==> src/mapCells.hex <==
// Map cell grid, 20 rows of 30 columns, row-major
// Each value is one 4-bit palette index (one hex digit per cell)
B B B B B B B B B B  B B B B B B B B B B  B B B B B B B B B B
B 1 1 2 1 3 1 1 2 1  1 4 4 1 2 1 1 3 1 1  2 1 6 6 7 6 1 2 1 B
B 1 E 1 1 2 1 3 1 F  1 4 4 1 1 2 1 1 1 3  1 6 7 7 7 6 6 1 2 B
B 2 1 1 A A A 1 1 1  2 4 4 1 1 1 E 1 2 1  1 6 7 7 7 7 6 1 1 B
B 1 1 1 A 8 A 1 2 1  1 4 4 4 4 4 4 4 4 4  1 1 6 7 7 6 1 3 1 B
B 3 1 1 9 8 9 1 1 2  1 4 4 1 1 2 1 1 1 4  1 2 1 6 6 1 1 1 2 B
B 1 2 1 1 4 1 1 3 1  1 4 4 1 C C C 1 1 4  1 1 1 1 1 2 1 E 1 B
B 1 1 4 4 4 4 4 4 4  4 4 4 1 C D C 1 2 4  4 4 4 4 4 4 1 1 1 B
B 2 1 4 1 1 1 2 1 1  1 5 5 1 C C C 1 1 1  1 1 2 1 1 4 1 2 1 B
B 1 1 4 1 F 1 1 1 2  5 5 5 5 1 1 1 3 1 1  2 1 1 1 1 4 1 1 3 B
B 1 3 4 1 1 1 6 6 6  5 5 5 5 5 1 1 1 1 2  1 1 A A 1 4 1 1 1 B
B 1 1 4 1 2 6 7 7 7  6 5 5 5 1 1 2 1 1 1  1 1 A 8 1 4 1 2 1 B
B 2 1 4 1 1 6 7 7 7  7 6 5 1 1 E 1 1 3 1  1 1 9 9 1 4 1 1 1 B
B 1 1 4 1 1 1 6 7 7  6 1 1 1 2 1 1 1 1 1  4 4 4 4 4 4 1 3 1 B
B 1 2 4 4 4 4 4 4 4  4 4 4 4 4 4 4 4 4 4  4 1 1 2 1 1 1 1 1 B
B 1 1 1 1 2 1 1 D 1  1 1 3 1 1 2 1 D 1 1  1 E 1 1 D 1 1 2 1 B
B 3 1 C C 1 1 2 1 1  F 1 1 1 C C 1 1 2 1  1 1 1 3 1 1 C C 1 B
B 1 1 C D 1 2 1 1 1  1 1 2 1 C D 1 1 1 1  2 1 1 1 1 2 C D 1 B
B 1 2 1 1 1 1 3 1 2  1 1 1 1 2 1 1 3 1 1  1 2 1 1 3 1 1 1 2 B
B B B B B B B B B B  B B B B B B B B B B  B B B B B B B B B B

==> src/mapViewerPkg.sv <==
/*
 * Shared definitions for the scrolling map viewer.
 * Screen and map geometry, camera and player limits, key opcodes,
 * the 16-entry palette and the structs passed between blocks.
 * Other files refer to these by scoped name only.
 */
package mapViewerPkg;

    // ------------------------------------------------------------
    // Raster and window geometry
    // ------------------------------------------------------------
    localparam int coordW = 10;                          // Raster coordinate width

    localparam logic [coordW-1:0] winLeft   = 10'd80;    // Window top-left, screen px
    localparam logic [coordW-1:0] winTop    = 10'd80;
    localparam logic [coordW-1:0] winWidth  = 10'd480;   // 240 map px at 2x
    localparam logic [coordW-1:0] winHeight = 10'd320;   // 160 map px at 2x

    // Camera range in map pixels, minimum is 0 on both axes
    localparam logic [coordW-1:0] camXMax = 10'd240;
    localparam logic [coordW-1:0] camYMax = 10'd160;

    // Player bounds and centre, screen px
    localparam logic [coordW-1:0] playerXMin    = 10'd100;
    localparam logic [coordW-1:0] playerXMax    = 10'd539;
    localparam logic [coordW-1:0] playerYMin    = 10'd100;
    localparam logic [coordW-1:0] playerYMax    = 10'd379;
    localparam logic [coordW-1:0] playerXCenter = 10'd320;
    localparam logic [coordW-1:0] playerYCenter = 10'd240;

    localparam logic [coordW-1:0] spriteHalfW = 10'd6;   // 13 px wide box
    localparam logic [coordW-1:0] spriteHalfH = 10'd10;  // 21 px tall box

    // ------------------------------------------------------------
    // Map cells and palette
    // ------------------------------------------------------------
    localparam int cellShift     = 4;                    // 16x16 map px per cell
    localparam int cellAddrW     = 10;
    localparam int paletteIndexW = 4;

    localparam logic [cellAddrW-1:0] mapCols = 10'd30;
    localparam logic [cellAddrW-1:0] mapRows = 10'd20;

    // Key opcodes, USB HID usage codes
    typedef enum logic [7:0] {
        keyA = 8'h04,
        keyD = 8'h07,
        keyS = 8'h16,
        keyW = 8'h1A
    } keyOp_e;

    typedef struct packed {
        logic [7:0] red;
        logic [7:0] green;
        logic [7:0] blue;
    } rgb_t;

    typedef struct packed {
        logic [coordW-1:0] camX;      // Map px, window left edge
        logic [coordW-1:0] camY;      // Map px, window top edge
        logic [coordW-1:0] playerX;   // Screen px, sprite centre
        logic [coordW-1:0] playerY;
    } viewState_t;

    typedef struct packed {
        logic                 inWindow;
        logic                 inSprite;
        logic [cellAddrW-1:0] cellAddr;
    } pixelInfo_t;

    localparam rgb_t spriteColor = '{red: 8'hFF, green: 8'h55, blue: 8'h00};

    // 4 bits per channel, {r, g, b}
    localparam logic [11:0] paletteTable [16] = '{
        12'h000, 12'h4A3, 12'h6C4, 12'h283,   // Black, grass shades
        12'hDC8, 12'hB96, 12'h37D, 12'h5AF,   // Path, sand, water
        12'h964, 12'h642, 12'hC33, 12'hEEE,   // Wood, roof, wall
        12'h888, 12'h555, 12'hFD5, 12'h2B8    // Stone, flowers
    };

endpackage

==> src/motionControl.sv <==
/*
 * Key decoding and camera / player motion.
 * Both key bytes are decoded into per-axis directions. On each
 * frameTick the camera scrolls while the player is centred, and the
 * player walks, clamped to its bounds, once the camera hits a limit.
 */
module motionControl (
    input  logic                     Clock,
    input  logic                     Reset,
    input  logic                     frameTick,
    input  logic [15:0]              keycode,
    output mapViewerPkg::viewState_t viewState
);

    logic moveLeft, moveRight, moveUp, moveDown;   // Raw key presence
    logic negX, posX, negY, posY;                  // After cancelling opposites
    logic [mapViewerPkg::coordW-1:0] camXNext, camYNext;
    logic [mapViewerPkg::coordW-1:0] playerXNext, playerYNext;

    // ------------------------------------------------------------
    // Key decode, either byte may hold any key
    // ------------------------------------------------------------
    always_comb begin
        moveLeft  = 1'b0;
        moveRight = 1'b0;
        moveUp    = 1'b0;
        moveDown  = 1'b0;
        for (int i = 0; i < 2; i++) begin
            case (keycode[8*i +: 8])
                mapViewerPkg::keyA: moveLeft  = 1'b1;
                mapViewerPkg::keyD: moveRight = 1'b1;
                mapViewerPkg::keyW: moveUp    = 1'b1;
                mapViewerPkg::keyS: moveDown  = 1'b1;
                default: ;                             // Unknown key, no motion
            endcase
        end
        negX = moveLeft & ~moveRight;                  // A+D cancels
        posX = moveRight & ~moveLeft;
        negY = moveUp & ~moveDown;                     // W+S cancels
        posY = moveDown & ~moveUp;
    end

    // One axis of the motion rule, same for x and y
    function automatic void stepAxis(
        input  logic                            neg,
        input  logic                            pos,
        input  logic [mapViewerPkg::coordW-1:0] cam,
        input  logic [mapViewerPkg::coordW-1:0] camMax,
        input  logic [mapViewerPkg::coordW-1:0] player,
        input  logic [mapViewerPkg::coordW-1:0] center,
        input  logic [mapViewerPkg::coordW-1:0] playerMin,
        input  logic [mapViewerPkg::coordW-1:0] playerMax,
        output logic [mapViewerPkg::coordW-1:0] camNext,
        output logic [mapViewerPkg::coordW-1:0] playerNext
    );
        logic camFree;
        camFree = (player == center) &&
                  ((neg && (cam != '0)) || (pos && (cam < camMax)));
        camNext    = cam;
        playerNext = player;
        if (camFree) begin
            camNext = neg ? cam - 1'b1 : cam + 1'b1;   // Scroll
        end else if (neg && (player > playerMin)) begin
            playerNext = player - 1'b1;                // Walk, clamped low
        end else if (pos && (player < playerMax)) begin
            playerNext = player + 1'b1;                // Walk, clamped high
        end
    endfunction

    always_comb begin
        stepAxis(negX, posX, viewState.camX, mapViewerPkg::camXMax,
                 viewState.playerX, mapViewerPkg::playerXCenter,
                 mapViewerPkg::playerXMin, mapViewerPkg::playerXMax,
                 camXNext, playerXNext);
        stepAxis(negY, posY, viewState.camY, mapViewerPkg::camYMax,
                 viewState.playerY, mapViewerPkg::playerYCenter,
                 mapViewerPkg::playerYMin, mapViewerPkg::playerYMax,
                 camYNext, playerYNext);
    end

    // ------------------------------------------------------------
    // Position registers, updated only on the frame tick
    // ------------------------------------------------------------
    always_ff @(posedge Clock or posedge Reset) begin
        if (Reset) begin
            viewState.camX    <= '0;                   // Top-left of map
            viewState.camY    <= '0;
            viewState.playerX <= mapViewerPkg::playerXCenter;
            viewState.playerY <= mapViewerPkg::playerYCenter;
        end else if (frameTick) begin
            viewState.camX    <= camXNext;
            viewState.camY    <= camYNext;
            viewState.playerX <= playerXNext;
            viewState.playerY <= playerYNext;
        end
    end

    // Camera and player never leave their ranges
    assert property (@(posedge Clock) disable iff (Reset)
        (viewState.camX <= mapViewerPkg::camXMax) &&
        (viewState.camY <= mapViewerPkg::camYMax) &&
        (viewState.playerX >= mapViewerPkg::playerXMin) &&
        (viewState.playerX <= mapViewerPkg::playerXMax) &&
        (viewState.playerY >= mapViewerPkg::playerYMin) &&
        (viewState.playerY <= mapViewerPkg::playerYMax))
        else $error("motionControl: position out of range");

    // Player leaves centre only while the camera rests on a limit
    assert property (@(posedge Clock) disable iff (Reset)
        (viewState.camX != '0) && (viewState.camX != mapViewerPkg::camXMax)
        |-> (viewState.playerX == mapViewerPkg::playerXCenter))
        else $error("motionControl: camera x scrolled with player off centre");

    assert property (@(posedge Clock) disable iff (Reset)
        (viewState.camY != '0) && (viewState.camY != mapViewerPkg::camYMax)
        |-> (viewState.playerY == mapViewerPkg::playerYCenter))
        else $error("motionControl: camera y scrolled with player off centre");

endmodule

==> src/pixelLocator.sv <==
/*
 * Pixel pipeline stage 1.
 * Tests the raster position against the map window and the sprite box
 * and turns it into a map cell address. Results and the display
 * enable are registered together, one cycle of latency.
 */
module pixelLocator (
    input  logic                              Clock,
    input  logic                              Reset,
    input  logic                              displayEnable,
    input  logic [mapViewerPkg::coordW-1:0]   drawX,
    input  logic [mapViewerPkg::coordW-1:0]   drawY,
    input  mapViewerPkg::viewState_t          viewState,
    output mapViewerPkg::pixelInfo_t          pixelInfo,
    output logic                              enableOut
);

    logic inWindow, inSprite;
    logic [mapViewerPkg::coordW-1:0]    offsetX, offsetY;   // Screen px inside window
    logic [mapViewerPkg::coordW-1:0]    mapX, mapY;         // Map px
    logic [mapViewerPkg::cellAddrW-1:0] cellCol, cellRow, cellAddr;

    always_comb begin
        inWindow = (drawX >= mapViewerPkg::winLeft) &&
                   (drawX <  mapViewerPkg::winLeft + mapViewerPkg::winWidth) &&
                   (drawY >= mapViewerPkg::winTop) &&
                   (drawY <  mapViewerPkg::winTop + mapViewerPkg::winHeight);

        // Box around centre, written without negative offsets
        inSprite = (drawX + mapViewerPkg::spriteHalfW >= viewState.playerX) &&
                   (drawX <= viewState.playerX + mapViewerPkg::spriteHalfW) &&
                   (drawY + mapViewerPkg::spriteHalfH >= viewState.playerY) &&
                   (drawY <= viewState.playerY + mapViewerPkg::spriteHalfH);

        offsetX = drawX - mapViewerPkg::winLeft;
        offsetY = drawY - mapViewerPkg::winTop;
        mapX    = viewState.camX + (offsetX >> 1);          // 2x scale
        mapY    = viewState.camY + (offsetY >> 1);
        cellCol = mapX >> mapViewerPkg::cellShift;
        cellRow = mapY >> mapViewerPkg::cellShift;

        // Outside the window the address is parked at 0
        cellAddr = inWindow ? (cellRow * mapViewerPkg::mapCols + cellCol) : '0;
    end

    always_ff @(posedge Clock or posedge Reset) begin
        if (Reset) begin
            pixelInfo <= '0;
            enableOut <= 1'b0;
        end else begin
            pixelInfo <= '{inWindow: inWindow, inSprite: inSprite, cellAddr: cellAddr};
            enableOut <= displayEnable;
        end
    end

    // Window pixels always land inside the cell grid
    assert property (@(posedge Clock) disable iff (Reset)
        pixelInfo.inWindow |->
            (pixelInfo.cellAddr < mapViewerPkg::mapCols * mapViewerPkg::mapRows))
        else $error("pixelLocator: cell address %0d past end of map", pixelInfo.cellAddr);

endmodule

==> src/mapRom.sv <==
/*
 * Pixel pipeline stage 2.
 * Cell ROM of 30x20 palette indices, filled from mapCells.hex at
 * start-up. Synchronous read, data valid one cycle after the address.
 */
module mapRom (
    input  logic                                  Clock,
    input  logic [mapViewerPkg::cellAddrW-1:0]    cellAddr,
    output logic [mapViewerPkg::paletteIndexW-1:0] paletteIndex
);

    // Row-major, 30 cells per row
    logic [mapViewerPkg::paletteIndexW-1:0] cells [mapViewerPkg::mapCols * mapViewerPkg::mapRows];

    initial begin
        $readmemh("/design/src/mapCells.hex", cells);
    end

    always_ff @(posedge Clock) begin
        paletteIndex <= cells[cellAddr];   // Block RAM style read
    end

endmodule

==> src/colorOutput.sv <==
/*
 * Pixel pipeline stage 3.
 * Realigns the stage-1 flags with the ROM data, looks up the palette
 * and picks sprite, map or black. The RGB register clears to black.
 */
module colorOutput (
    input  logic                                   Clock,
    input  logic                                   Reset,
    input  mapViewerPkg::pixelInfo_t               pixelInfo,
    input  logic                                   enableIn,
    input  logic [mapViewerPkg::paletteIndexW-1:0] paletteIndex,
    output mapViewerPkg::rgb_t                     rgb
);

    mapViewerPkg::pixelInfo_t infoDly;     // Matches ROM latency
    logic                     enableDly;
    logic [11:0]              paletteColor;
    mapViewerPkg::rgb_t       rgbNext;

    always_ff @(posedge Clock or posedge Reset) begin
        if (Reset) begin
            infoDly   <= '0;
            enableDly <= 1'b0;
        end else begin
            infoDly   <= pixelInfo;
            enableDly <= enableIn;
        end
    end

    // Colour priority, sprite over map over black
    always_comb begin
        paletteColor = mapViewerPkg::paletteTable[paletteIndex];
        if (!enableDly) begin
            rgbNext = '0;                                  // Blanking
        end else if (infoDly.inSprite) begin
            rgbNext = mapViewerPkg::spriteColor;
        end else if (infoDly.inWindow) begin
            rgbNext.red   = {paletteColor[11:8], 4'h0};    // Nibble to top of byte
            rgbNext.green = {paletteColor[7:4], 4'h0};
            rgbNext.blue  = {paletteColor[3:0], 4'h0};
        end else begin
            rgbNext = '0;                                  // Border
        end
    end

    always_ff @(posedge Clock or posedge Reset) begin
        if (Reset) begin
            rgb <= '0;
        end else begin
            rgb <= rgbNext;
        end
    end

endmodule

==> src/mapViewer.sv <==
/*
 * Scrolling map viewer, top level.
 * Motion control feeds the camera and player state into a three-stage
 * pixel pipeline: locate, cell ROM read, colour out. One pixel per
 * clock, frameTick pulses once per frame to apply the keys.
 */
module mapViewer (
    input  logic                            Clock,
    input  logic                            Reset,
    input  logic [mapViewerPkg::coordW-1:0] drawX,
    input  logic [mapViewerPkg::coordW-1:0] drawY,
    input  logic                            displayEnable,
    input  logic [15:0]                     keycode,
    input  logic                            frameTick,
    output mapViewerPkg::rgb_t              rgb,
    output mapViewerPkg::viewState_t        viewState
);

    mapViewerPkg::pixelInfo_t               pixelInfo;     // Stage 1 out
    logic                                   enableStage1;
    logic [mapViewerPkg::paletteIndexW-1:0] paletteIndex;  // Stage 2 out

    // ------------------------------------------------------------
    // Position control
    // ------------------------------------------------------------
    motionControl motion (
        .Clock     (Clock),
        .Reset     (Reset),
        .frameTick (frameTick),
        .keycode   (keycode),
        .viewState (viewState)
    );

    // ------------------------------------------------------------
    // Pixel pipeline
    // ------------------------------------------------------------
    pixelLocator locator (
        .Clock         (Clock),
        .Reset         (Reset),
        .displayEnable (displayEnable),
        .drawX         (drawX),
        .drawY         (drawY),
        .viewState     (viewState),
        .pixelInfo     (pixelInfo),
        .enableOut     (enableStage1)
    );

    mapRom cellRom (
        .Clock        (Clock),
        .cellAddr     (pixelInfo.cellAddr),
        .paletteIndex (paletteIndex)
    );

    colorOutput colorStage (
        .Clock        (Clock),
        .Reset        (Reset),
        .pixelInfo    (pixelInfo),
        .enableIn     (enableStage1),
        .paletteIndex (paletteIndex),
        .rgb          (rgb)
    );

endmodule

==> config.mk <==
export PLATFORM = sky130hd
export DESIGN_NAME = mapViewer
export DESIGN_NICKNAME = d
export VERILOG_FILES = /design/src/mapViewerPkg.sv /design/src/motionControl.sv /design/src/pixelLocator.sv /design/src/mapRom.sv /design/src/colorOutput.sv /design/src/mapViewer.sv
export SDC_FILE = /design/constraint.sdc
export NUM_CORES = 1
export LEC_CHECK = 0
export BUFFER_PORTS_ARGS = -buffer_cell sky130_fd_sc_hd__buf_2
export CORE_MARGIN = 5
export CORE_UTILIZATION = 50
export CTS_CLUSTER_SIZE = 16
export DETAILED_ROUTE_END_ITERATION = 10
export PLACE_DENSITY = 0.72
export SYNTH_ARGS = -nofsm -noshare
export SYNTH_HDL_FRONTEND = slang
export SYNTH_SLANG_ARGS = --single-unit
==> constraint.sdc <==
create_clock -name Clock -period 9.4 [get_ports Clock]
set_input_delay 0.47 -clock Clock [delete_from_list [all_inputs] [get_ports Clock]]
set_output_delay 0.47 -clock Clock [all_outputs]
set_load 0.01 [all_outputs]
After elaboration in Yosys (flattened, before gate mapping)
Memories as Yosys holds them, arrays and structs flattened.
Cells that the tools add are included.
- memories: 1
- memory bits (read-only): 192
- bits of input ports: 40
- register bits: 74
- add/sub/neg operators: 12
- order comparisons: 15
- reduce and logical (&&, ||, !) cells: 26
- bitwise operators: 11
- mux-type cells: 19
- equal/unequal tests: 10
- memories (memory ; depth ; width ; read ports ; clocked after memory_dff ; write ports ; line ; RTL):
    (name not given) ; 16 ; 12 ; 1 ; 0 ; 0 ; colorOutput.sv:32 ; paletteColor = mapViewerPkg::paletteTable[paletteIndex];
- operators by type and width (cell ; number):
    2-to-1 mux 24 bit ; 3
    2-to-1 mux 10 bit ; 6
    adder 10 x 1 -> 10 bit, second input constant ; 4
    subtractor 10 x 1 -> 10 bit, second input constant ; 4
    == test 8 x 3 -> 1 bit, second input constant ; 4
    == test 8 x 5 -> 1 bit, second input constant ; 4
    2-to-1 mux 12 bit ; 2
    adder 10 x 3 -> 10 bit, second input constant ; 2
    adder 10 x 4 -> 10 bit, second input constant ; 2
    >= comparator 10 bit ; 2
    >= comparator 10 x 7 -> 1 bit, second input constant ; 2
    > comparator 10 x 7 -> 1 bit, second input constant ; 2
    less-or-equal comparator 10 bit ; 2
    < comparator 10 bit, second input constant ; 2
    < comparator 10 x 8 -> 1 bit, second input constant ; 2
    < comparator 10 x 9 -> 1 bit, second input constant ; 2
    nonzero test 10 bit ; 2
    logical AND 1 bit ; 16
    == test 10 x 8 -> 1 bit, second input constant ; 1
    == test 10 x 9 -> 1 bit, second input constant ; 1
    2-to-1 mux 1 bit ; 8
    inverter 1 bit ; 6
    AND reduction 3 bit ; 2
    >= comparator 5 bit, second input constant ; 1
    5 further kinds ; 11

Logic depth before layout (Yosys ltp)
- word-level depth: 10
- depth in mapped cells: 14
- gate-level depth less buffers: 14

Cells and area by module
Synthesis repeated with hierarchy kept, for this count alone.
- cell total of the unflattened synthesis: 863
- area total of the unflattened synthesis: 7851.3 um^2
- modules (own cells, without submodules) (module ; cells each ; instances ; area each (um^2)):
    motionControl ; 352 ; 1 ; 3463.3
    pixelLocator ; 408 ; 1 ; 3348.2
    colorOutput ; 98 ; 1 ; 1006.0
    mapRom ; 5 ; 1 ; 33.8

Worst setup path after synthesis
OpenSTA, ideal clock, no wires.
- path type: input to register
- start point: input port keycode[5]
- end point: register motion.viewState[19] (netlist name)
- required time: 9.320 ns
- path buffers: 0
- stages on the path: 14
- path slack: 5.355 ns
- data arrival time: 3.965 ns
- cells stage by stage: or3_4 or4_4 a211o_1 nand2_1 inv_1 nor2_1 ha_1 a21oi_1 o211ai_1 o41ai_1 o21ai_0 mux2i_1 a21oi_1 xnor2_1
- cells in the longest elaborated chain, start to end: 10
- ends and longest elaborated chain (what ; line ; RTL):
    start: declaration ; mapViewer.sv:13 ; input logic [15:0] keycode,
    == test 8 x 3 -> 1 bit ; motionControl.sv:29 ; case (keycode[8*i +: 8])
    2-to-1 mux 1 bit (2 in series) ; motionControl.sv:29 ;
    inverter 1 bit, on equally long branches ; motionControl.sv:37, motionControl.sv:38 ;
    AND 1 bit, on equally long branches ; motionControl.sv:37, motionControl.sv:38 ;
    logical AND 1 bit ; motionControl.sv:58 ; ((neg && (cam != '0)) || (pos && (cam < camMax)));
    logical OR 1 bit ; motionControl.sv:58 ;
    logical AND 1 bit ; motionControl.sv:57 ; camFree = (player == center) &&
    inverter 1 bit (no source line) ; -- ;
    AND reduction 3 bit (no source line) ; -- ;
Several ways; a longest one is shown, not always the timed one.
A chain may end at the register's enable or synchronous reset.

Final worst setup path
- start point: input port keycode[5]
- end point: register motion.viewState[19] (netlist name)
- cells in the longest elaborated chain, start to end: 10
- ends and longest elaborated chain (what ; line):
    == test 8 x 3 -> 1 bit ; motionControl.sv:29
    2-to-1 mux 1 bit (2 in series) ; motionControl.sv:29
    inverter 1 bit, on equally long branches ; motionControl.sv:37, motionControl.sv:38
    AND 1 bit, on equally long branches ; motionControl.sv:37, motionControl.sv:38
    logical AND 1 bit ; motionControl.sv:58
    logical OR 1 bit ; motionControl.sv:58
    logical AND 1 bit ; motionControl.sv:57
    inverter 1 bit (no source line) ; --
    AND reduction 3 bit (no source line) ; --
Several ways; a longest one is shown, not always the timed one.

==> results.ini <==
[logic_synthesis]
ys_types=66
synthCells=568
synth_seq_cells=49
netlist_top_cells_area=dfrtp_1 21%, ha_1 18%, xnor2_1 7.8%, buf_4 3.4%, mux2i_1 3.1%
ys_seq_area_share_pct=24.0
synth_edf_count=0
async_reset_ff_share_pct=100
synth_warnings=0
synth_top_area_share_pct=20.9
synth_ff_type=dfrtp_1
synth_area_mm2=0.00514
yosysTopAreaCell=dfrtp_1
synth.avg_cell_area_um2=9.05

[clock_network]
cts_tree=done
cts_resized=0
h-tree-depth=2
clockBufferDepth=2
cts.clk_slew.worst_paths_ps=110
cts_root_buffer=clkbuf_8
numCtsBuffers=5
clock_sinks=49
clock_latency_ps=310
postCtsSetupRepairBufs=0
hold_buffers=0

[routing]
wirelength_um=12000
dr_total_vias=4409
drcViolationCount=0
wl_per_cell_um=15.2
drt_iter0_drc=191
drt-vias-per-instance=5.58
drtPass1Iterations=4
ant_nets=0

[worst_setup_path]
r2r_cells=12
critPathArrivalTime_ps=4670
endpoint=motion.viewState[19]$_DFFE_PP0P_
end_kind=register
cpPeakStageDelay_ps=560
setup.worst_path.start=keycode[5]
start_kind=primary input
cp_common_cell=a21oi_1
reg2reg_slack_ps=5670
r2r-start=motion.viewState[10]$_DFFE_PP0P_
cp.required_ps=9640
reg2reg_to=motion.viewState[19]$_DFFE_PP0P_
cp_max_fo=10
critPathSlowestCell=nor2_1
worst-setup-path-type=in2reg
crit_chain=buf_2 > or3_4 > or4_4 > a211o_1 > nand2_1 > inv_1 > nor2_1 > ha_1 > a21oi_1 > o211ai_1 > o41ai_1 > o21ai_0 > mux2i_1 > a21oi_1 > xnor2_1

[timing]
finalSetupViolCount=0
hold_ws_ps=276
period_minus_slack_ps=4430
setup_ws_ps=4970
hold_violations=0
drv_slew=0
rsz0062_at_grt=false
relSlewSlack_pct=32.3
fmax_ghz=0.226
fin_skew_ps=9.19
tightest_slew_ps=1010
fin_setup_tns_ps=0
period_share_pct=47.1

[floorplanning]
die_h_um=111
rows=37
core_area_mm2=0.0102
initial_utilization_pct=50.5
ios=104
dieArea_mm2=0.0124
dieWidth_um=111

[flow_run]
maxCapViolations=0

[pwr]
ir_drop_mv=0.0590
power_w=0.000518
p_per_area_mw_per_mm2=90.4
power.leakage_nw=2.99

[finish]
insertedDiodeCount=0
syn2layout_area_growth_pct=11.4
drive_gt1_share_pct=19.1
final_common_cell=buf_2
fin_util_pct=56.2
final_nets=771
layout_common_cells=94 x buf_2, 74 x ha_1, 46 x xnor2_1

[global_route]
grt_pass1_wl_um=20700
antenna_found_initial=0
overflow=0
grt_usage_pct=19.5
grt_max_degree=50
grt_pass1_vias=4447

[outcome]
status=finished clean

[min_path]
hold-path-cell-count=1
hold_class=in2reg

[placement]
dpl_worst_slack_ps=4750
port_buffers=94
gp_congestion=0.858
dp_hpwl_um=9820

[report_power, final]
part | internal, W | switching (W)
logic | 0.0000659 | 0.0000780
registers | 0.000219 | 0.0000174
clock network | 0.0000559 | 0.0000818
total | 0.000341 | 0.000177
[logic make-up after synthesis]
| kind of cell | share of synthesized area [%] |
|---|---|
| simple gates | 15.9 |
| fa+ha+maj | 19.6 |
| other cells | 0.0729 |
| flops | 24.0 |
| compound gates | 17.3 |
| buf+inv | 6.93 |
| xor+xnor | 10.7 |
| mux | 5.52 |
[per-stage QoR]
step	instances	area (um2)
floorplan	576	5170
global placement	782	5630
detailed placement	782	5630
CTS	790	5730
global route	790	5730
finish	790	5730
[worst max-delay path: cells and delay by family]
kind | cells | cell delay, ps
simple gates | 4 | 1800
fa+ha+maj | 1 | 360
buf+inv | 2 | 230
mux | 1 | 150
compound gates | 6 | 1520
xor+xnor | 1 | 140
[Yosys cell counts, types with 3 or more instances]
library cell and n:
a21boi_0 3, a21o_1 18, a21oi_1 28, a31oi_1 4, and3_1 3, buf_4 23
dfrtp_1 43, dfstp_2 6, fa_1 4, ha_1 74, inv_1 41, mux2_1 7
mux2_4 3, mux2i_1 16, nand2_1 28, nand2b_1 4, nand3_1 14, nand3b_1 3
nand4_1 10, nor2_1 32, nor2b_1 7, nor3_1 14, nor4_1 12, o211ai_1 9
o21a_1 8, o21ai_0 28, o21bai_1 3, o41ai_1 3, or2_2 3, or3_1 11
xnor2_1 46, xor2_1 17
[state kept, by name, indices dropped and copies added, names as in the netlist]
register,cells
motion.viewState,40
colorStage.enableDly,1
locator.pixelInfo,2
colorStage.rgb,3
locator.enableOut,1
colorStage.infoDly,2
[layer usage]
| layer | vias up | GRT usage [%] | part of all wire (%) |
|---|---|---|---|
| li1 | 2210 | - | - |
| met1 | 2086 | 24.2 | 43 |
| met2 | 104 | 35.6 | 51 |
| met3 | 9 | 3.48 | 4.8 |
| met4 | 0 | 4.06 | 0.69 |
| met5 | - | 0 | 0 |
[how the worst min path moves through the flow]
stage,startpoint,endpoint
2_1_floorplan,locator.enableOut$_DFF_PP0_,colorStage.enableDly$_DFF_PP0_
3_3_place_gp,locator.enableOut$_DFF_PP0_,colorStage.enableDly$_DFF_PP0_
3_5_place_dp,locator.enableOut$_DFF_PP0_,colorStage.enableDly$_DFF_PP0_
4_1_cts,displayEnable,locator.enableOut$_DFF_PP0_
5_1_grt,displayEnable,locator.enableOut$_DFF_PP0_
6_report,displayEnable,locator.enableOut$_DFF_PP0_
[layout make-up]
class | instances | area, um2
Sequential cell | 49 | 1230
Fill cell | 957 | 4460
Inverter | 42 | 158
Tap cell | 136 | 170
Clock buffer | 5 | 68.8
Clock inverter | 3 | 28.8
Timing Repair Buffer | 96 | 485
Multi-Input combinational cell | 459 | 3580
No activity file was read; power rests on OpenSTA's default activity.
